## config.mk

```make
export PLATFORM = sky130hd
export DESIGN_NAME = exec_ctrl
export DESIGN_NICKNAME = d
export VERILOG_FILES = /design/src/alu_pkg.sv /design/src/exec_pkg.sv /design/src/exec_ctrl.sv
export SDC_FILE = /design/constraint.sdc
export NUM_CORES = 1
export LEC_CHECK = 0
export ABC_AREA = 0
export BUFFER_PORTS_ARGS = -buffer_cell sky130_fd_sc_hd__buf_2
export CAP_MARGIN = 20
export CORE_MARGIN = 3
export CORE_UTILIZATION = 32
export CTS_BUF_LIST = sky130_fd_sc_hd__clkbuf_4 sky130_fd_sc_hd__clkbuf_8 sky130_fd_sc_hd__clkbuf_16
export CTS_CLUSTER_DIAMETER = 200
export DETAILED_ROUTE_END_ITERATION = 10
export SLEW_MARGIN = 15
export SYNTH_ARGS = -nofsm -noshare
export SYNTH_HDL_FRONTEND = slang
export SYNTH_SLANG_ARGS = --single-unit
```

## constraint.sdc

```tcl
create_clock -name clk -period 4.1 [get_ports clk]
set_input_delay 0.615 -clock clk [delete_from_list [all_inputs] [get_ports clk]]
set_output_delay 0.615 -clock clk [all_outputs]
set_load 0.005 [all_outputs]
```

## src/alu_pkg.sv

```systemverilog
package alu_pkg;

    // datapath widths
    localparam int xlen   = 64;
    localparam int half_w = 32;

    // only the low six bits of operand b steer a shift
    localparam int shamt_w = 6;

    // multiplier sequencing
    localparam int mul_cycles = 32;
    localparam int mul_cnt_w  = $clog2(mul_cycles);
    localparam logic [mul_cnt_w-1:0] mul_last = mul_cnt_w'(mul_cycles - 1);

    // constants for the division corner cases
    localparam logic [xlen-1:0] int_min  = {1'b1, {(xlen-1){1'b0}}};
    localparam logic [xlen-1:0] all_ones = {xlen{1'b1}};

    // one code per operation
    typedef enum logic [4:0] {
        add    = 5'd0,
        sub    = 5'd1,
        ret_a  = 5'd2,
        ret_b  = 5'd3,
        xor_op = 5'd4,
        or_op  = 5'd5,
        and_op = 5'd6,
        sll    = 5'd7,
        srl    = 5'd8,
        sra    = 5'd9,
        slt    = 5'd10,
        sltu   = 5'd11,
        eq     = 5'd12,
        ge     = 5'd13,
        geu    = 5'd14,
        mul    = 5'd15,
        div    = 5'd16,
        divu   = 5'd17,
        rem    = 5'd18,
        remu   = 5'd19
    } alu_op_e;

    // operand a source
    typedef enum logic [1:0] {
        sel_pc  = 2'd0,
        sel_rs1 = 2'd1
    } sel_a_e;

    // operand b source where unlisted codes fall back to imm
    typedef enum logic [1:0] {
        sel_imm = 2'd0,
        sel_rs2 = 2'd1,
        sel_csr = 2'd2
    } sel_b_e;

endpackage

```

## src/exec_pkg.sv

```systemverilog
package exec_pkg;

    // one request to the execute stage held as a level
    typedef struct packed {
        alu_pkg::alu_op_e           op;
        alu_pkg::sel_a_e            sel_a;
        alu_pkg::sel_b_e            sel_b;
        // word form cuts rs1 to its low half
        logic                       word;
        logic [alu_pkg::xlen-1:0]   pc;
        logic [alu_pkg::xlen-1:0]   rs1;
        logic [alu_pkg::xlen-1:0]   rs2;
        logic [alu_pkg::xlen-1:0]   csr;
        logic [alu_pkg::xlen-1:0]   imm;
    } exec_req_t;

    // multiplier product as delivered
    typedef struct packed {
        logic [alu_pkg::half_w-1:0] hi;
        logic [alu_pkg::half_w-1:0] lo;
    } half_pair_t;

    // stage result as a full word or as the product halves
    typedef union packed {
        logic [alu_pkg::xlen-1:0]   dword;
        half_pair_t                 halves;
    } result_u;

endpackage

```

## src/exec_ctrl.sv

```systemverilog
`timescale 1ns/10ps

module exec_ctrl (
    input  logic                        clk,
    input  logic                        rst,
    input  logic                        flush,
    input  alu_pkg::alu_op_e            op,
    input  logic [alu_pkg::xlen-1:0]    alu_res,
    input  logic                        done,
    input  logic [alu_pkg::half_w-1:0]  hi,
    input  logic [alu_pkg::half_w-1:0]  lo,
    output logic                        start,
    output logic                        busy,
    output exec_pkg::result_u           res
);

    logic mul_req;

    assign mul_req = (op == alu_pkg::mul);

    // busy and the start pulse
    always_ff @(posedge clk) begin
        if (rst) begin
            busy  <= 1'b0;
            start <= 1'b0;
        end else begin
            start <= 1'b0;
            if (flush) begin
                // abandon any multiply in flight
                busy <= 1'b0;
            end else if (busy) begin
                if (done) begin
                    busy <= 1'b0;
                end
            end else if (mul_req) begin
                busy  <= 1'b1;
                start <= 1'b1;
            end
        end
    end

    // result register
    always_ff @(posedge clk) begin
        if (rst) begin
            res.dword <= '0;
        end else if (flush) begin
            res <= res;
        end else if (busy) begin
            // held until the product arrives
            if (done) begin
                res.halves.hi <= hi;
                res.halves.lo <= lo;
            end
        end else if (!mul_req) begin
            res.dword <= alu_res;
        end
    end

endmodule

```

==> impl_metrics.csv, run 1 <==
group,metric,value,unit
final_layout,final_nets,686,
grt,grt_antenna_before_repair,0,
worst_hold_path,hold_class,"flop to flop",
floorplan,die-height,112,um
synth,synth.distinct_cells,18,
floorplan,start_util,33.8,%
sta,min_period,2.06,ns
power_and_ir_drop,vdd_drop_max,0.140,mV
sta,setup_ws,2.04,ns
synth,synth_nets,509,
clock_tree,cts_tree,"done",
power_and_ir_drop,switching_power,0.000413,W
final_layout,syn_to_final_growth,35.2,%
final_layout,final_area,4840,um^2
synth,synth-seq-cells,66,
setup_path,critPathTopFamily,"compound AO/OA/AOI/OAI gates",
setup_path,crit_buf_inv,2,
grt,grtUsageTotal,15.5,%
place,postPlaceCellArea,4590,um^2
sta,fmax,485,MHz
synth,yosysTopAreaCell,"dfxtp_1",
sta,slew_headroom,29.5,%
place,gp_congestion,0.785,
clock_tree,root_buffer,"clkbuf_8",
grt,grt_max_degree,131,
power_and_ir_drop,p_comb_share,18.6,%
clock_tree,hold_buffers,0,
final_layout,seqCellArea,1330,um^2
floorplan,die_w,112,um
sta,fin_setup_tns,0,ns
route,vias,3350,
place,dp_slack,1.65,ns
clock_tree,clk_latency,0.33,ns
place,port_buffers,202,
synth,ys_top_cells_by_area,"dfxtp_1 (37%), a221oi_2 (25%), nand3b_1 (13%)",
synth,yosysSeqAreaShare,36.9,%
setup_path,cp_data_arrival_time,2.21,ns
run_status,status,"finished, final reports clean",
setup_path,crit_slowest_cell,"buf_4",
synth,synth_area_per_cell,9.62,um^2
route,ant_nets,0,
floorplan,coreArea,10600,um^2
final_layout,diodes,0,
power_and_ir_drop,clkPwrFrac,36.9,%
power_and_ir_drop,power.internal,0.00118,W
grt,grt_pass1_wl,15900,um
sta,finClkSkew,0.00918,ns
final_layout,fin_cells,690,
route,viasPerCell,4.86,
floorplan,io_pins,203,
route,wirelength,9950,um
place,placedCellCount,673,
sta,rsz0062_at_grt,"false",
setup_path,worstPathCellList,"buf_2 > and4b_1 > a21oi_4 > buf_4 > a221oi_1",
sta,finalHoldViolations,0,
route,wire_per_inst,14.4,um
clock_tree,cts_resized,0,
route,drt_iter0_drc,137,
setup_path,critPathKind,"input pin to flop",
setup_path,max_stage_delay,0.55,ns
setup_path,start_kind,"input pin",
final_layout,drive_above_1_share,51.6,%
floorplan,row_count,37,
sta,tightest_slew,1.06,ns
clock_tree,cts.sinks,66,
sta,finalCritPeriodShare,50.2,%
sta,setup_viol,0,
power_and_ir_drop,powerDensity,330,nW/um^2
setup_path,cp-end-kind,"flop",
floorplan,die_area,12500,um^2
sta,report.final.slew_viol_count,0,
clock_tree,cts_made_buffers,9,
synth,ys_warn_count,0,
final_layout,multiInputGateArea,1820,um^2
clock_tree,cts_setup_buffers,0,
grt,grt_pass1_vias,3274,
final_layout,layout_commonest_cell,"buf_2",
power_and_ir_drop,p_sw_share,25.9,%
clock_tree,h-tree-depth,3,
route,drc,0,
setup_path,cp_data_required_time,4.25,ns
power_and_ir_drop,p_total,0.00160,W
clock_tree,cts_max_path_buffers,2,
synth,synth_top_area_share,36.9,%
final_layout,fill_cells,1031,
place,dp_hpwl,7000,um
grt,grt_remaining_overflow,0,
power_and_ir_drop,p_leak,2.06,nW
power_and_ir_drop,pwr-share-seq,44.5,%
job,drv_cap,0,
synth,netlist_instances,372,
final_layout,final_cell_mix,"buf_2 (201), dfxtp_1 (65), nand3b_1 (64), o21ai_0 (64), inv_1 (64)",
clock_tree,clk_pin_slew_worst_paths,0.06,ns
synth,syn_area,3580,um^2
setup_path,worst-path-max-fanout,30,
route,drt-pass1-iter-count,4,
-- per-layer routing --
metal	wire length [um]	GRT usage (%)	vias up
li1	-	-	1721
met3	764	5.65	9
met4	93	3.65	0
met2	4780	25.9	121
met1	4310	19.0	1499
met5	0	0	-
-- synth_stat cells --
cell / count
a21oi_2: 1
a221oi_1: 4
clkbuf_1: 20
a211o_1: 1
buf_6: 7
dfxtp_1: 66
buf_1: 5
nand3b_1: 64
nand2b_1: 1
a221oi_2: 60
and4b_1: 1
buf_2: 9
nor2b_1: 2
inv_1: 64
a211oi_1: 1
nor3_1: 1
o21ai_0: 64
nand2_1: 1
-- logic make-up (layout without fill, tap and decap cells) --
group | count (synthesis) | after routing | share of synthesized area [%]
compound gates | 131 | 131 | 35.8
buf+inv | 105 | 287 | 12.8
flops | 66 | 66 | 36.9
simple gates | 70 | 70 | 14.5
-- cell type report --
type,instances,share of cell area (%)
inverter,64,4.97
multi-input combinational,201,37.5
clock buffer,13,3.67
timing repair buffer,207,22.0
clock inverter,3,0.931
tap,136,3.52
sequential,66,27.4
-- stage by stage --
step	hold WS, ns	util [%]
2_1_floorplan	0.459	-
3_3_place_gp	0.445	43.3
3_5_place_dp	0.449	43.3
4_1_cts	0.460	45.4
5_1_grt	0.471	45.6
6_report	0.458	45.6
-- power by group through the flow --
stage	sequential, W	combinational (W)	clock [W]
6_report	0.000710	0.000296	0.000589
2_1_floorplan	0.000730	0.000166	0
4_1_cts	0.000710	0.000302	0.000612
5_1_grt	0.000715	0.000329	0.000647
3_3_place_gp	0.000724	0.000293	0
3_5_place_dp	0.000725	0.000301	0
-- worst min-delay path: stages (launching register included) --
cell and delay [ns]:
dfxtp_1 0.30, inv_1 0.06, a221oi_2 0.05
-- worst paths after layout --
path,from,to,depth (start not counted),slack (ns)
max,op[2],res[49]$_SDFFE_PP0P_,5,2.04
min,res[2]$_SDFFE_PP0P_,res[2]$_SDFFE_PP0P_,2,0.46
max reg2reg,busy$_SDFF_PP0_,res[49]$_SDFFE_PP0P_,4,2.09
min reg2reg,res[2]$_SDFFE_PP0P_,res[2]$_SDFFE_PP0P_,2,0.46
-- flip-flops by register name, indices dropped and copies added (netlist names) --
name / cells
start: 1
res: 64
busy: 1
Power figures use the tool's default switching activity.
==> run 2: changes to the inputs <==
clock period = 1.95 ns   (was 4.1 ns; I/O delays follow)
==> run 2 against run 1 <==
First-iteration DRC count down 23%. Routed wire length down 0.14%. Largest cell class unchanged. Combinational power up 120%. Worst setup slack worse by 1.8 ns. Clock-buffer cell count down 1. Sequential share of layout area down 0.29 points. Cell area up 1.1%. Register-to-register slack worse by 1.9 ns. Power up 100%. Global-route usage up 0.30 points. Highest routed layer is now met5.
==> impl_metrics.csv, run 2 (synthesized netlist as in run 1, its figures left out) <==
group,metric,value,unit
setup_path,r2r_end,"res[50]$_SDFFE_PP0P_",
clock_tree,clk_pin_slew_worst_paths,0.07,ns
clock_tree,cts_tree,"done",
place,port_buffers,202,
sta,fmax,580,MHz
place,placedCellCount,679,
worst_hold_path,hold_start,"flush",
floorplan,die-height,112,um
route,drc,0,
sta,fin_setup_tns,0,ns
final_layout,layout_commonest_cell,"buf_2",
route,ant_nets,0,
final_layout,largestRegisters,"res: 64 flops, busy: 1 flops, start: 1 flops",
power_and_ir_drop,powerDensity,663,nW/um^2
clock_tree,cts_resized,0,
run_status,status,"finished, final reports clean",
final_layout,syn_to_final_growth,36.6,%
grt,grt_pass1_vias,3448,
route,wirelength,9930,um
setup_path,reg2reg_depth,4,
clock_tree,cts_setup_buffers,0,
sta,min_period,1.72,ns
setup_path,crit-reg2reg-launch,"busy$_SDFF_PP0_",
route,drt-pass1-iter-count,4,
grt,grt_pass1_wl,16300,um
sta,rsz0062_at_grt,"false",
clock_tree,cts.sinks,66,
route,viasPerCell,4.87,
floorplan,coreArea,10600,um^2
sta,tightest_slew,0.713,ns
final_layout,final_cell_mix,"buf_2 (201), dfxtp_1 (65), nand3b_1 (64), o21ai_0 (64), inv_1 (64)",
worst_hold_path,holdPathEnd,"busy$_SDFF_PP0_",
final_layout,fin_cells,695,
clock_tree,cts_max_path_buffers,2,
floorplan,die_w,112,um
final_layout,diodes,0,
worst_hold_path,hold_class,"input pin to flop",
setup_path,start_kind,"flop",
grt,grt_max_degree,90,
setup_path,cp_data_arrival_time,1.96,ns
final_layout,fill_cells,1039,
place,postPlaceCellArea,4690,um^2
clock_tree,h-tree-depth,3,
grt,grt_antenna_before_repair,1,
sta,report.final.slew_viol_count,0,
floorplan,io_pins,203,
grt,grt_remaining_overflow,0,
sta,setup_viol,0,
clock_tree,hold_buffers,0,
final_layout,final_area,4890,um^2
floorplan,die_area,12500,um^2
final_layout,regMostFlops,"res",
setup_path,worst-path-max-fanout,32,
route,wire_per_inst,14.3,um
sta,slew_headroom,52.4,%
setup_path,critPathKind,"flop to flop",
final_layout,drive_above_1_share,52.1,%
setup_path,rrSetupSlack,0.23,ns
setup_path,cp_data_required_time,2.19,ns
power_and_ir_drop,p_total,0.00324,W
clock_tree,cts_made_buffers,9,
final_layout,largest_reg_flops,64,
clock_tree,root_buffer,"clkbuf_8",
job,drv_cap,0,
power_and_ir_drop,vdd_drop_max,0.355,mV
setup_path,cp-end-kind,"flop",
floorplan,start_util,33.8,%
final_layout,final_nets,691,
route,vias,3384,
sta,finClkSkew,0.00522,ns
place,dp_hpwl,7380,um
worst_hold_path,min_path_cells,2,
sta,finalCritPeriodShare,88.4,%
place,gp_congestion,0.777,
power_and_ir_drop,p_leak,2.09,nW
floorplan,row_count,37,
grt,grtUsageTotal,15.8,%
clock_tree,clk_latency,0.33,ns
route,drt_iter0_drc,106,
sta,finalHoldViolations,0,
==> run 2: worst max-delay path by stage <==
stage	from	endpoint	slack (ns)
2_1_floorplan	busy$_SDFF_PP0_	res[54]$_SDFFE_PP0P_	0.43
3_3_place_gp	op[2]	res[50]$_SDFFE_PP0P_	0.21
3_5_place_dp	op[2]	res[50]$_SDFFE_PP0P_	0.17
4_1_cts	busy$_SDFF_PP0_	res[50]$_SDFFE_PP0P_	0.23
5_1_grt	busy$_SDFF_PP0_	res[50]$_SDFFE_PP0P_	0.16
6_report	busy$_SDFF_PP0_	res[50]$_SDFFE_PP0P_	0.23
==> run 2: per-stage QoR <==
step / util, % / hold WS [ns] / setup slack (ns)
3_5_place_dp: 44.2 / 0.447 / 0.172
3_3_place_gp: 44.2 / 0.444 / 0.208
5_1_grt: 46.1 / 0.207 / 0.155
6_report: 46.1 / 0.219 / 0.226
4_1_cts: 46.1 / 0.201 / 0.229
2_1_floorplan: - / 0.371 / 0.434
==> run 2: where the power goes <==
part / switching (W) / internal, W
logic: 0.000320 / 0.000323
registers: 0.0000459 / 0.00145
clock network: 0.000506 / 0.000602
==> run 2: cell type report <==
type                    instances  area [um^2]  share of cell area, %
multi-input cells             201         1820                   37.1
flip-flops and latches         66         1330                   27.1
repair buffers                212         1140                   23.3
inverters                      64          240                   4.91
clock buffers                  12          176                   3.61
well taps                     136          170                   3.48
clock inverters                 4         22.5                  0.461
==> run 2: metal layers <==
metal  wire length (um)  global-route usage [%]  part of all wire, %  up-vias
met5                 20                       0                 0.20        -
met4                175                    5.19                  1.8        2
met3                883                    5.54                  8.9       17
met2               4790                    26.7                   48      125
met1               4060                    18.6                   41     1523
li1                   -                       -                    -     1717
==> run 2: worst max-delay path: stages, from the launching register on <==
cell and delay, ns:
dfxtp_4 0.35, and4b_1 0.25, a211o_4 0.37, buf_4 0.29
a221oi_1 0.33
==> run 3: changes to the inputs <==
CELL_PAD_IN_SITES_DETAIL_PLACEMENT = 1   (was unset)
CELL_PAD_IN_SITES_GLOBAL_PLACEMENT = 2   (was unset)
CORE_UTILIZATION = 24   (was 32)
PLACE_DENSITY_LB_ADDON = 0.1   (was unset)
==> run 3 against run 2 <==
Cell count increased by 6.3%. Worst hold slack got worse by 0.0028 ns. Critical path depth unchanged. Worst setup slack improved by 0.058 ns. Die area increased by 31%. Combinational power increased by 3%. Routed wire length increased by 18%. Clock power increased by 45%. Largest cell class unchanged.
==> impl_metrics.csv, run 3 (synthesized netlist as in run 1, its figures left out) <==
group,metric,value,unit
setup_path,max_stage_delay,0.39,ns
power_and_ir_drop,vdd_drop_max,0.387,mV
floorplan,start_util,25.2,%
place,dp_hpwl,8770,um
place,gp_congestion,0.724,
final_layout,regMostFlops,"res",
floorplan,row_count,43,
setup_path,worstSetupStartpoint,"busy$_SDFF_PP0_",
sta,finalHoldViolations,0,
clock_tree,clk_latency,0.33,ns
setup_path,start_kind,"flop",
route,drt-pass1-iter-count,4,
clock_tree,clk_pin_slew_worst_paths,0.05,ns
grt,grt_max_degree,130,
final_layout,diodes,0,
route,wirelength,11800,um
sta,fin_setup_tns,0,ns
final_layout,fin_util,35.7,%
floorplan,die_area,16400,um^2
floorplan,coreArea,14200,um^2
route,drt_iter0_drc,77,
final_layout,fin_cells,739,
route,viasPerCell,4.60,
clock_tree,root_buffer,"clkbuf_16",
grt,grt_pass1_vias,3519,
place,placedCellCount,723,
sta,tightest_slew,0.500,ns
sta,finalCritPeriodShare,85.5,%
final_layout,layout_commonest_cell,"buf_2",
grt,grt_pass1_wl,18100,um
setup_path,cp-end-kind,"flop",
worst_hold_path,hold_class,"input pin to flop",
clock_tree,cts_tree,"done",
clock_tree,cts.sinks,66,
clock_tree,h-tree-depth,3,
final_layout,largest_reg_flops,64,
floorplan,die_w,128,um
run_status,status,"finished, final reports clean",
worst_hold_path,hold_start,"flush",
grt,grt_remaining_overflow,0,
final_layout,final_cell_mix,"buf_2 (201), dfxtp_1 (65), nand3b_1 (64), o21ai_0 (64), inv_1 (64)",
clock_tree,cts_max_path_buffers,2,
power_and_ir_drop,powerDensity,744,nW/um^2
power_and_ir_drop,p_leak,2.15,nW
setup_path,crit_slowest_cell,"a211o_4",
sta,min_period,1.67,ns
final_layout,largestRegisters,"res: 64 flops, busy: 1 flops, start: 1 flops",
setup_path,critPathKind,"flop to flop",
sta,slew_headroom,66.6,%
route,ant_nets,0,
floorplan,die-height,128,um
final_layout,fill_cells,1717,
clock_tree,cts_resized,0,
final_layout,syn_to_final_growth,41.5,%
setup_path,worstPathCellList,"and4b_1 > a211o_4 > buf_12 > a221oi_1",
route,vias,3403,
setup_path,crit-reg2reg-launch,"busy$_SDFF_PP0_",
job,drv_cap,0,
clock_tree,cts_setup_buffers,0,
setup_path,worst-path-max-fanout,34,
clock_tree,hold_buffers,0,
final_layout,drive_above_1_share,52.1,%
place,port_buffers,202,
sta,fmax,600,MHz
grt,grt_antenna_before_repair,0,
sta,report.final.slew_viol_count,0,
grt,grtUsageTotal,14.1,%
setup_path,cp_data_arrival_time,1.89,ns
route,drc,0,
route,wire_per_inst,15.9,um
sta,finClkSkew,0.00366,ns
final_layout,final_nets,691,
floorplan,io_pins,203,
clock_tree,cts_made_buffers,9,
setup_path,cp_data_required_time,2.17,ns
sta,rsz0062_at_grt,"false",
sta,setup_viol,0,
==> run 3: cell types whose count changed in the layout (fill, tap and decap cells not counted), sizes merged <==
cell,delta
clkbuf,+3
clkinv,-2
clkinvlp,-1
==> run 3: cell type report <==
cell class	instances	area [um^2]	share of cell area, %
Inverter	64	240	4.74
Clock inverter	1	5.00	0.0988
Multi-Input combinational cell	201	1820	35.9
Tap cell	180	225	4.45
Clock buffer	15	302	5.96
Timing Repair Buffer	212	1150	22.7
Sequential cell	66	1330	26.2
==> run 3: power breakdown <==
part | internal, W | leakage (nW) | switching (W)
clock | 0.00105 | 0.155 | 0.000568
combinational | 0.000325 | 1.44 | 0.000337
sequential | 0.00145 | 0.549 | 0.0000440
==> run 3: stage by stage <==
step,cell area (um^2),hold slack (ns),worst slack (ns),total power [W]
global placement,4760,0.445,0.322,0.00219
global route,5060,0.216,0.188,0.00398
CTS,5060,0.204,0.254,0.00385
detailed placement,4760,0.448,0.243,0.00220
finish,5060,0.216,0.283,0.00377
floorplan,3580,0.371,0.434,0.00188
==> run 3: path summary, 6_finish.rpt <==
check	to	slack, ns	depth (start not counted)
setup / recovery	res[48]$_SDFFE_PP0P_	0.28	4
setup reg to reg	res[48]$_SDFFE_PP0P_	0.28	4
hold reg to reg	res[18]$_SDFFE_PP0P_	0.45	2
hold / removal	busy$_SDFF_PP0_	0.22	2
==> run 3: metal layers <==
metal,wire (um),part of all wire (%),track usage (%)
met1,4860,41,16.1
met2,5630,48,23.8
met3,1010,8.6,4.92
met4,251,2.1,5.99
met5,0,0,0
==> run 3: worst max-delay path, delay by kind of cell, from the launching register on <==
kind / cells / cell delay [ns]
compound gates: 2 / 0.71
flops: 1 / 0.37
simple gates: 1 / 0.26
buf+inv: 1 / 0.20
