## src/alu_pkg.sv

```systemverilog
package alu_pkg;

    // datapath widths
    localparam int xlen   = 64;
    localparam int half_w = 32;

    // only the low six bits of operand b steer a shift
    localparam int shamt_w = 6;

    // multiplier sequencing
    localparam int mul_cycles = 32;
    localparam int mul_cnt_w  = $clog2(mul_cycles);
    localparam logic [mul_cnt_w-1:0] mul_last = mul_cnt_w'(mul_cycles - 1);

    // constants for the division corner cases
    localparam logic [xlen-1:0] int_min  = {1'b1, {(xlen-1){1'b0}}};
    localparam logic [xlen-1:0] all_ones = {xlen{1'b1}};

    // one code per operation
    typedef enum logic [4:0] {
        add    = 5'd0,
        sub    = 5'd1,
        ret_a  = 5'd2,
        ret_b  = 5'd3,
        xor_op = 5'd4,
        or_op  = 5'd5,
        and_op = 5'd6,
        sll    = 5'd7,
        srl    = 5'd8,
        sra    = 5'd9,
        slt    = 5'd10,
        sltu   = 5'd11,
        eq     = 5'd12,
        ge     = 5'd13,
        geu    = 5'd14,
        mul    = 5'd15,
        div    = 5'd16,
        divu   = 5'd17,
        rem    = 5'd18,
        remu   = 5'd19
    } alu_op_e;

    // operand a source
    typedef enum logic [1:0] {
        sel_pc  = 2'd0,
        sel_rs1 = 2'd1
    } sel_a_e;

    // operand b source where unlisted codes fall back to imm
    typedef enum logic [1:0] {
        sel_imm = 2'd0,
        sel_rs2 = 2'd1,
        sel_csr = 2'd2
    } sel_b_e;

endpackage

```

## src/mul_seq.sv

```systemverilog
`timescale 1ns/10ps

module mul_seq (
    input  logic                        clk,
    input  logic                        rst,
    input  logic                        flush,
    input  logic                        start,
    input  logic [alu_pkg::half_w-1:0]  a,
    input  logic [alu_pkg::half_w-1:0]  b,
    output logic                        done,
    output logic [alu_pkg::half_w-1:0]  hi,
    output logic [alu_pkg::half_w-1:0]  lo
);

    logic                           running;
    logic [alu_pkg::mul_cnt_w-1:0]  cnt;
    logic [alu_pkg::half_w-1:0]     mcand;
    // upper half accumulates, lower half starts as the multiplier
    logic [2*alu_pkg::half_w-1:0]   prod;
    logic [alu_pkg::half_w:0]       sum;
    logic                           last;

    // add the multiplicand when the current multiplier bit is set
    assign sum = {1'b0, prod[2*alu_pkg::half_w-1:alu_pkg::half_w]}
               + (prod[0] ? {1'b0, mcand} : '0);

    assign last = (cnt == alu_pkg::mul_last);

    // operand capture and one shift-add step per cycle
    always_ff @(posedge clk) begin
        if (start) begin
            mcand <= a;
            prod  <= {{alu_pkg::half_w{1'b0}}, b};
        end else if (running) begin
            prod <= {sum, prod[alu_pkg::half_w-1:1]};
        end
    end

    // iteration counter and done pulse
    always_ff @(posedge clk) begin
        if (rst || flush) begin
            running <= 1'b0;
            cnt     <= '0;
            done    <= 1'b0;
        end else begin
            done <= 1'b0;
            if (start) begin
                running <= 1'b1;
                cnt     <= '0;
            end else if (running) begin
                cnt <= cnt + 1'b1;
                if (last) begin
                    running <= 1'b0;
                    done    <= 1'b1;
                end
            end
        end
    end

    // product is final in the cycle done is high
    assign hi = prod[2*alu_pkg::half_w-1:alu_pkg::half_w];
    assign lo = prod[alu_pkg::half_w-1:0];

endmodule

```

## config.mk

```make
export PLATFORM = sky130hd
export DESIGN_NAME = mul_seq
export DESIGN_NICKNAME = d
export VERILOG_FILES = /design/src/alu_pkg.sv /design/src/mul_seq.sv
export SDC_FILE = /design/constraint.sdc
export NUM_CORES = 1
export LEC_CHECK = 0
export BUFFER_PORTS_ARGS = -buffer_cell sky130_fd_sc_hd__buf_4
export CAP_MARGIN = 20
export CORE_ASPECT_RATIO = 1.75
export CORE_MARGIN = 5
export CORE_UTILIZATION = 26
export CTS_BUF_LIST = sky130_fd_sc_hd__clkbuf_4 sky130_fd_sc_hd__clkbuf_8
export DETAILED_ROUTE_END_ITERATION = 10
export PLACE_DENSITY = 0.52
export RECOVER_POWER = 50
export REMOVE_ABC_BUFFERS = 1
export SYNTH_ARGS = -nofsm -noshare
export SYNTH_HDL_FRONTEND = slang
export SYNTH_SLANG_ARGS = --single-unit
```

## constraint.sdc

```tcl
create_clock -name clk -period 6.49 [get_ports clk]
set_clock_uncertainty 0.1 [all_clocks]
set_input_delay 1.298 -clock clk [delete_from_list [all_inputs] [get_ports clk]]
set_output_delay 1.298 -clock clk [all_outputs]
set_load 0.05 [all_outputs]
```

==> flow_summary.yaml, run 1 <==
synth:
  synth-edff-count: 64
  largest_family_of_logic_cells_by_synthesized_area: "compound AO/OA/AOI/OAI gates"
  synth-seq-cells: 103
  synth_ff_type: "edfxtp_1"
  yosysWarnings: 0
  synth_commonest_cells: "edfxtp_1, dfxtp_1, nand2_1"
  post_synth_mux_area_share_pct: 8.52
  synth_area_in_adders_pct: 7.90
  yosysMostFrequentCell: "edfxtp_1"
  synth-seq-area-share_pct: 47.9
  synth_area_leader_cell: "edfxtp_1"
  number_of_distinct_library_cells_after_synthesis: 52
  synth.top_cell.area_share_pct: 34.1
  synthTopCellsByArea: "edfxtp_1, dfxtp_1, ha_1"
  postSynth.asyncResetShare_pct: 0
  complex_gate_fraction_of_the_synthesized_area_pct: 15.4
  synth_xor_xnor_area_share_pct: 3.88
  syn-instance-count: 525
  synthesis.area_mm2: 0.00564
  mean_area_per_synthesized_cell_um2: 10.7
  synth_simple_gate_area_share_pct: 14.2
worst_setup_path:
  chain_of_cells_forming_the_critical_path: "and2_1 -> ha_1 -> fa_1 -> a21o_1 -> a221oi_2 -> o211ai_2 -> a221oi_4 -> nor4_2 -> or3_1 -> a32o_1"
  crit_path_top_delay_cell: "edfxtp_1"
  path_class: "reg -> reg"
  worstPathMaxFanout: 33
  worst_setup_path_end_kind: "flop"
  worst-path-stages: 10
  worstRegToRegCells: 10
  timing.critical_path.slowest_cell_delay_ns: 0.77
  crit_buf_inv: 0
  critical_path_arrival_ns: 4.21
  timing.critical_path.max_delay_family: "compound AO/OA/AOI/OAI gates"
  critPathLaunchType: "flop"
  crit_required_ns: 6.68
cts:
  clock_latency_ns: 0.39
  cts_hold_buffers: 0
  cts.repair_timing.setup_buffer_count: 0
  tritoncts_clock_tree: "done"
  cts.repair.resized: 0
  h-tree-depth: 3
  clockBufferDepth: 2
  clock-root-buffer: "clkbuf_8"
  cts_made_buffers: 9
  clk_transition_reported_paths_ns: 0.12
  clkSinkCount: 103
global_route:
  grt_remaining_overflow: 0
  grt_first_pass_wirelength_um: 25500
  track_usage_pct: 12.8
  grt_antenna_before_repair: 0
  maximum_number_of_pins_on_one_net_before_global_route_repair: 85
  grt_pass1_vias: 4839
routing:
  drtIter0Drc: 226
  via_per_inst: 4.76
  vias: 4482
  wl_um: 15900
  route.antenna.remaining_nets: 0
  drt_drc_violations_left: 0
  drt-wirelength-per-cell_um: 16.9
  dr.pass1.iters: 4
placed_design:
  gp_congestion: 0.894
  post-dp-hpwl_um: 12000
  portBuffers: 132
  placed_cells: 925
min_path:
  hold_path_class: "reg -> reg"
  timing.hold.worst_path_depth: 2
sta:
  period_share_pct: 62.0
  slew_hr_pct: 30.1
  final.hold.worst_slack_ns: 0.398
  finalCriticalPeriod_ns: 4.02
  timing_max_transition_violations_final: 0
  finalSetupTns_ns: 0
  highest_attainable_clock_frequency_mhz: 249
  timing_hold_violations_final: 0
  worst_pin_slew_ns: 1.05
  setup_viol_count_final: 0
  setup_repair_after_global_routing_missed_its_margin: "no"
run_status:
  outcome: "complete, no violations"
layout:
  antenna_diode_count: 0
  final_net_count: 747
  areaGrowthSynthToFinish_pct: 23.9
  fillers: 2226
  post_route_cells_drive_above_1_share_pct: 22.2
  post_layout_nonfiller_instances: 941
floorplanning:
  initial_core_util_pct: 26.3
  rows: 71
  dieHeight_um: 205
  design.portCount: 133
  fp.coreArea_mm2: 0.0214
  die_width_um: 121
  die_area_mm2: 0.0249
pwr:
  leakage_power_uw: 0.00275
  max-vdd-ir-drop_mv: 0.136
  pwr_density_cell_mw_per_mm2: 224
run:
  max-cap-violations: 0
-- layer usage --
layer / GRT usage, % / vias up / share of wire, %
li1: - / 2196 / -
met1: 14.2 / 2136 / 39
met2: 23.9 / 133 / 54
met3: 3.12 / 17 / 5.2
met4: 3.97 / 0 / 1.5
met5: 0 / - / 0
-- final timing paths --
kind	from	endpoint	slack, ns
hold / removal	prod[57]	prod[57]	0.40
setup / recovery	prod[0]	prod[59]	2.47
hold reg to reg	prod[57]	prod[57]	0.40
setup reg to reg	prod[0]	prod[59]	2.47
-- cell usage in the layout (no fill, tap or decap), types with 4 or more instances in the layout --
cell type | Yosys | layout
clkbuf_4 | 0 | 32
clkbuf_8 | 0 | 9
o21ai_0 | 22 | 22
a211oi_1 | 4 | 4
inv_1 | 6 | 6
nand4_1 | 12 | 12
or3_1 | 7 | 7
o21bai_1 | 5 | 5
ha_1 | 34 | 34
edfxtp_1 | 64 | 64
o211ai_1 | 6 | 6
nand3_1 | 7 | 7
o21ai_1 | 4 | 4
and3_1 | 7 | 7
nor2_1 | 33 | 33
a21o_1 | 15 | 15
mux2i_1 | 12 | 12
dfxtp_1 | 39 | 39
clkbuf_1 | 25 | 46
xnor2_1 | 16 | 16
nand2_1 | 39 | 39
buf_4 | 0 | 56
xor2_1 | 9 | 9
nor3_1 | 9 | 9
nand2b_1 | 4 | 4
mux2_2 | 32 | 32
a21oi_1 | 34 | 34
and2_1 | 32 | 32
-- per-stage QoR --
stage          area (µm²)  total power [µW]  util, %  setup slack, ns
6_report             6990              1570     32.6             2.47
5_1_grt              6990              1640     32.6             2.20
4_1_cts              7160              1610     33.4             2.41
3_5_place_dp         6940              1140     32.4             2.45
3_3_place_gp         6910              1140     32.3             2.53
2_1_floorplan        5540              1010        -             2.85
-- sequential cells by signal (all words and copies together), names as in the netlist --
name,cells
prod,64
mcand,32
cnt,5
done,1
running,1
-- where the power goes --
group	switching, µW	internal, µW
clock	268	192
sequential	26.8	745
combinational	217	117
-- area by class of cell --
class	count	area, µm²	area share (%)
clock buffers	9	124	1.77
multi-input cells	389	2810	40.3
repair buffers	135	861	12.3
well taps	292	365	5.23
flip-flops and latches	103	2700	38.7
inverters	6	22.5	0.322
clock inverters	7	97.6	1.40
-- worst register-to-register path, delay by kind of cell, from the launching register on --
| family | cells | cell delay, ns |
|---|---|---|
| AO/OA/AOI/OAI | 5 | 1.59 |
| flip-flops | 1 | 0.77 |
| adder cells (fa/ha/maj) | 2 | 0.65 |
| AND/OR/NAND/NOR | 3 | 0.81 |
-- cells by family after synthesis --
group / after synthesis
AOI/OAI and AO/OA: 127
xor gates and xnor gates: 25
adders and majority gates: 35
buffers and inverters: 33
DFF: 103
muxes: 44
and+or+nand+nor: 158
Note: power is estimated with default switching activity, not from simulation.
==> inputs of run 2 (changes only) <==
==> constraint.sdc (replaced) <==
create_clock -name clk -period 4.07 [get_ports clk]
set_clock_uncertainty 0.1 [all_clocks]
set_input_delay 0.814 -clock clk [delete_from_list [all_inputs] [get_ports clk]]
set_output_delay 0.814 -clock clk [all_outputs]
set_load 0.05 [all_outputs]
==> run 2 against run 1 <==
  * The flow now finishes with violations (capacitance limit, slew limit)
  * Die area is the same
  * Cell area is essentially flat
  * Flip-flop and latch count is the same
  * First-iteration DRC count grew 30%
  * Fmax grew 17%
  * Largest cell class unchanged
  * Highest routed layer is now met5
==> flow_summary.yaml, run 2 (same netlist as run 1, synthesis figures left out) <==
global_route:
  met3_usage_pct: 3.78
  maximum_number_of_pins_on_one_net_before_global_route_repair: 67
  grt-busiest-layer: "met2"
  grt_antenna_before_repair: 1
  grt_pass1_vias: 4783
  gr-usage-met2_pct: 23.7
  grt_use_met1_pct: 13.6
  grt_remaining_overflow: 0
  track_usage_pct: 12.8
  grt_first_pass_wirelength_um: 25100
worst_setup_path:
  reg2reg_setup_slack_ns: 0.63
  critical_path_arrival_ns: 3.63
  worstPathMaxFanout: 15
  worst_setup_path_end_kind: "flop"
  crit_required_ns: 4.26
  critPathLaunchType: "flop"
  path_class: "reg -> reg"
layout:
  post_route_cells_drive_above_1_share_pct: 22.6
  reg.largest.list: "prod x64, mcand x32, cnt x5"
  layout.cells.most_common_list: "edfxtp_1, buf_4, clkbuf_1"
  stdcell_area_mm2: 0.00699
  most_common_library_cell_in_the_layout_ignoring_fill_and_taps: "edfxtp_1"
  final_net_count: 752
  fillers: 2212
  areaGrowthSynthToFinish_pct: 24.0
  layout.area.seq_mm2: 0.00270
  antenna_diode_count: 0
  flip_flop_count_of_the_largest_register_after_layout: 64
  largest_register: "prod"
  multi_input_area_mm2: 0.00281
routing:
  route.antenna.remaining_nets: 0
  drt_drc_violations_left: 0
  via_per_inst: 4.79
  vias: 4535
  drt-wirelength-per-cell_um: 16.8
  dr.pass1.iters: 5
  wl_um: 15900
  drtIter0Drc: 293
placed_design:
  gp_congestion: 0.880
  post_placement_worst_setup_slack_ns: 0.637
  postPlaceCellArea_mm2: 0.00696
  post-dp-hpwl_um: 12200
  portBuffers: 132
sta:
  finalCriticalPeriod_ns: 3.44
  final.hold.worst_slack_ns: 0.389
  finalSetupTns_ns: 0
  slew_hr_pct: -5.17
  highest_attainable_clock_frequency_mhz: 290
  timing_max_transition_violations_final: 67
  timing_hold_violations_final: 0
  period_share_pct: 84.6
  finalWorstSetupSlack_ns: 0.628
  setup_viol_count_final: 0
  setup_repair_after_global_routing_missed_its_margin: "no"
  worst_pin_slew_ns: 1.58
pwr:
  max-vdd-ir-drop_mv: 0.225
  finalPower_uw: 2480
  leakage_power_uw: 0.00275
  pwr_density_cell_mw_per_mm2: 354
cts:
  cts.repair.resized: 0
  cts_hold_buffers: 0
  clock_latency_ns: 0.38
  clock-root-buffer: "clkbuf_8"
  h-tree-depth: 3
  clkSinkCount: 103
  tritoncts_clock_tree: "done"
  clockBufferDepth: 2
  cts.repair_timing.setup_buffer_count: 0
  clk_transition_reported_paths_ns: 0.10
  cts_made_buffers: 9
run:
  max-cap-violations: 1
min_path:
  hold_path_class: "reg -> reg"
floorplanning:
  fp.coreArea_mm2: 0.0214
  die_area_mm2: 0.0249
  initial_core_util_pct: 26.3
  die_width_um: 121
  dieHeight_um: 205
  design.portCount: 133
  rows: 71
run_status:
  outcome: "complete, but fails checks"
  failed_checks: "capacitance limit, slew limit"
## run 2: final timing paths
check                              start       end  cells after the start
worst max-delay path             prod[0]  prod[59]                     10
worst min-delay path            prod[51]  prod[51]                      2
worst max register to register   prod[0]  prod[59]                     10
worst min register to register  prod[51]  prod[51]                      2
## run 2: final cells by class
cell class | instances | share of cell area [%]
Sequential cell | 103 | 38.7
Clock inverter | 7 | 1.25
Multi-Input combinational cell | 389 | 40.2
Inverter | 6 | 0.322
Clock buffer | 9 | 1.77
Timing Repair Buffer | 140 | 12.5
Tap cell | 292 | 5.23
## run 2: power by group
| group | internal [µW] | leakage, µW | switching, µW |
|---|---|---|---|
| clock network | 342 | 0.000107 | 366 |
| logic | 190 | 0.00170 | 354 |
| registers | 1190 | 0.000946 | 36.1 |
| total | 1720 | 0.00275 | 756 |
## run 2: through the flow
stage                     util, %  std cells
after floorplan                 -        498
after global placement       32.5        930
after detailed placement     32.5        930
after CTS                    33.5        946
after global routing         32.7        946
final                        32.7        946
## run 2: critical path: stages, from the launching register on
cell,delay (ns)
edfxtp_1,0.42
buf_4,0.20
and2_1,0.18
fa_1,0.43
a21o_1,0.23
a221oi_2,0.42
o211ai_2,0.21
a221oi_4,0.45
nor4_2,0.12
or3_1,0.35
a32o_1,0.24
## run 2: per-layer routing
layer | part of all wire (%) | wire length, µm
met1 | 37 | 5970
met2 | 53 | 8500
met3 | 6.5 | 1040
met4 | 2.6 | 420
met5 | 0.082 | 13
==> inputs of run 3 (changes only) <==
--- a/config.mk
+++ b/config.mk
@@ -5,6 +5,7 @@
 export SDC_FILE = /design/constraint.sdc
 export NUM_CORES = 1
 export LEC_CHECK = 0
+export ABC_AREA = 1
 export BUFFER_PORTS_ARGS = -buffer_cell sky130_fd_sc_hd__buf_4
 export CAP_MARGIN = 20
 export CORE_ASPECT_RATIO = 1.75
@@ -12,7 +13,7 @@
 export CORE_UTILIZATION = 26
 export CTS_BUF_LIST = sky130_fd_sc_hd__clkbuf_4 sky130_fd_sc_hd__clkbuf_8
 export DETAILED_ROUTE_END_ITERATION = 10
-export PLACE_DENSITY = 0.52
+export PLACE_DENSITY = 0.51
 export RECOVER_POWER = 50
 export REMOVE_ABC_BUFFERS = 1
 export SYNTH_ARGS = -nofsm -noshare
==> constraint.sdc (replaced) <==
create_clock -name clk -period 3.41 [get_ports clk]
set_clock_uncertainty 0.1 [all_clocks]
set_input_delay 0.682 -clock clk [delete_from_list [all_inputs] [get_ports clk]]
set_output_delay 0.682 -clock clk [all_outputs]
set_load 0.05 [all_outputs]
==> run 3 against run 2 <==
  * Global-route usage up 2.0 points
  * Cell count rose by 43%
  * Largest cell class unchanged
  * Utilization hardly changed
  * Register-to-register slack improved by 0.23 ns
  * First-iteration DRC count down 17%
  * Power grew 16%
  * Flip-flop and latch count did not move
  * Largest power group unchanged
  * The run still ends with capacitance limit, slew limit left
  * Cell area increased by 12%
==> flow_summary.yaml, run 3 <==
run_status:
  outcome: "complete, but fails checks"
  failed_checks: "capacitance limit, slew limit"
floorplanning:
  die_area_mm2: 0.0275
  initial_core_util_pct: 26.2
  dieHeight_um: 216
  rows: 75
  fp.coreArea_mm2: 0.0239
  design.portCount: 133
  die_width_um: 127
sta:
  setup_repair_after_global_routing_missed_its_margin: "no"
  finalWorstSetupSlack_ns: 0.705
  worst_pin_slew_ns: 1.82
  period_share_pct: 79.3
  slew_hr_pct: -21.3
  timing_hold_violations_final: 0
  highest_attainable_clock_frequency_mhz: 370
  finalCriticalPeriod_ns: 2.71
  setup_viol_count_final: 0
  timing_max_transition_violations_final: 103
  finalSetupTns_ns: 0
  final.hold.worst_slack_ns: 0.350
layout:
  fillers: 2646
  areaGrowthSynthToFinish_pct: 24.5
  layout.area.seq_mm2: 0.00270
  reg.largest.list: "prod x64, mcand x32, cnt x5"
  post_layout_nonfiller_instances: 1350
  antenna_diode_count: 0
  flip_flop_count_of_the_largest_register_after_layout: 64
  post_route_cells_drive_above_1_share_pct: 16.8
  final_net_count: 1140
  most_common_library_cell_in_the_layout_ignoring_fill_and_taps: "nand2_1"
  layout.cells.most_common_list: "nand2_1, inv_1, buf_4"
  largest_register: "prod"
  multi_input_area_mm2: 0.00295
  stdcell_area_mm2: 0.00782
cts:
  cts_made_buffers: 9
  h-tree-depth: 3
  clock_latency_ns: 0.42
  cts.repair_timing.setup_buffer_count: 0
  cts.repair.resized: 0
  cts_hold_buffers: 0
  clk_transition_reported_paths_ns: 0.13
  clock-root-buffer: "clkbuf_8"
  clockBufferDepth: 2
  tritoncts_clock_tree: "done"
  clkSinkCount: 103
pwr:
  max-vdd-ir-drop_mv: 0.224
  clock_power_share_pct: 28.2
  p_seq_share_pct: 50.9
  leakage_power_uw: 0.00431
  switching_share_pct: 33.2
  pwr_density_cell_mw_per_mm2: 366
  power.combinational.fraction_pct: 20.8
  cell_internal_pwr_uw: 1910
  p_switching_uw: 951
worst_setup_path:
  critical_path_arrival_ns: 2.60
  worst_setup_path_end_kind: "flop"
  timing.critical_path.slowest_cell_delay_ns: 1.31
  crit_path_top_delay_cell: "clkbuf_1"
  worstPathMaxFanout: 34
  crit_required_ns: 3.31
  chain_of_cells_forming_the_critical_path: "buf_4 -> nor2_1 -> inv_1 -> clkbuf_1"
  critPathLaunchType: "input pin"
  path_class: "in -> reg"
routing:
  wl_um: 20300
  route.antenna.remaining_nets: 0
  via_per_inst: 4.38
  drtIter0Drc: 244
  drt-wirelength-per-cell_um: 15.1
  vias: 5910
  drt_drc_violations_left: 0
  dr.pass1.iters: 5
placed_design:
  placed_cells: 1334
  post_placement_worst_setup_slack_ns: 0.841
  portBuffers: 132
  postPlaceCellArea_mm2: 0.00764
  gp_congestion: 0.911
  post-dp-hpwl_um: 16100
global_route:
  grt_pass1_vias: 6019
  track_usage_pct: 14.8
  grt_remaining_overflow: 0
  maximum_number_of_pins_on_one_net_before_global_route_repair: 35
  grt_antenna_before_repair: 0
  grt_first_pass_wirelength_um: 31100
synth:
  synth.top_cell.area_share_pct: 30.6
  mean_area_per_synthesized_cell_um2: 6.95
  synth-edff-count: 64
  synthesis.area_mm2: 0.00628
  yosysMostFrequentCell: "nand2_1"
  synth-seq-area-share_pct: 43.0
  yosysWarnings: 0
  synth_commonest_cells: "nand2_1, inv_1, edfxtp_1"
  syn-instance-count: 904
  postSynth.asyncResetShare_pct: 0
  number_of_distinct_library_cells_after_synthesis: 28
  synth_ff_type: "edfxtp_1"
  synth_area_leader_cell: "edfxtp_1"
  synthTopCellsByArea: "edfxtp_1, nand2_1, dfxtp_1"
  synth-seq-cells: 103
run:
  max-cap-violations: 3
min_path:
  hold_path_class: "in -> reg"
## run 3: cell count changes after synthesis, sizes merged, moves of 20 or more
cell	previous run	this run
and2	32	0
nand3	7	43
nand2	39	424
mux2	32	0
inv	6	149
nor2	33	53
## run 3: cell type report
class,count,area share [%]
sequential,103,34.6
clock buffer,10,1.76
timing repair buffer,138,13.1
multi-input combinational,635,37.7
clock inverter,6,0.736
inverter,150,7.20
tap,308,4.93
## run 3: stage by stage
step	power, µW	utilization [%]
5_1_grt	3010	32.7
6_report	2860	32.7
2_1_floorplan	1850	-
4_1_cts	2920	32.7
3_5_place_dp	2090	31.9
3_3_place_gp	2090	31.9
## run 3: final timing paths
kind                            startpoint  slack [ns]  depth (start not counted)         to
worst max-delay path                 start        0.70                          4   prod[31]
worst max register to register     prod[0]        0.86                         13   prod[59]
worst min register to register      cnt[4]        0.37                          2     cnt[4]
worst min-delay path                 a[31]        0.35                          1  mcand[31]
## run 3: power by group through the flow
stage	clock network, µW	registers, µW	logic [µW]
after CTS	850	1460	610
after floorplan	0	1640	205
after global placement	0	1490	607
final	807	1460	597
after global routing	892	1470	652
after detailed placement	0	1480	610
## run 3: cells by family (layout without fill, tap and decap cells)
kind of cell	count (synthesis)	in the layout	share of synthesized area [%]
DFF	103	103	43.0
and+or+nand+nor	536	536	34.4
buffers and inverters	166	304	10.0
adders and majority gates	35	35	7.09
AOI/OAI and AO/OA	64	64	5.46
## run 3: routing by layer
| metal | vias up | track usage (%) | part of all wire [%] |
|---|---|---|---|
| met5 | - | 0 | 0 |
| met4 | 0 | 8.84 | 5.2 |
| li1 | 3074 | - | - |
| met2 | 182 | 29.4 | 56 |
| met3 | 53 | 3.12 | 5.3 |
| met1 | 2601 | 13.1 | 33 |
## run 3: critical path, delay by kind of cell
family | cells | cell delay, ns
buffers and inverters | 3 | 1.79
AND/OR/NAND/NOR | 1 | 0.11
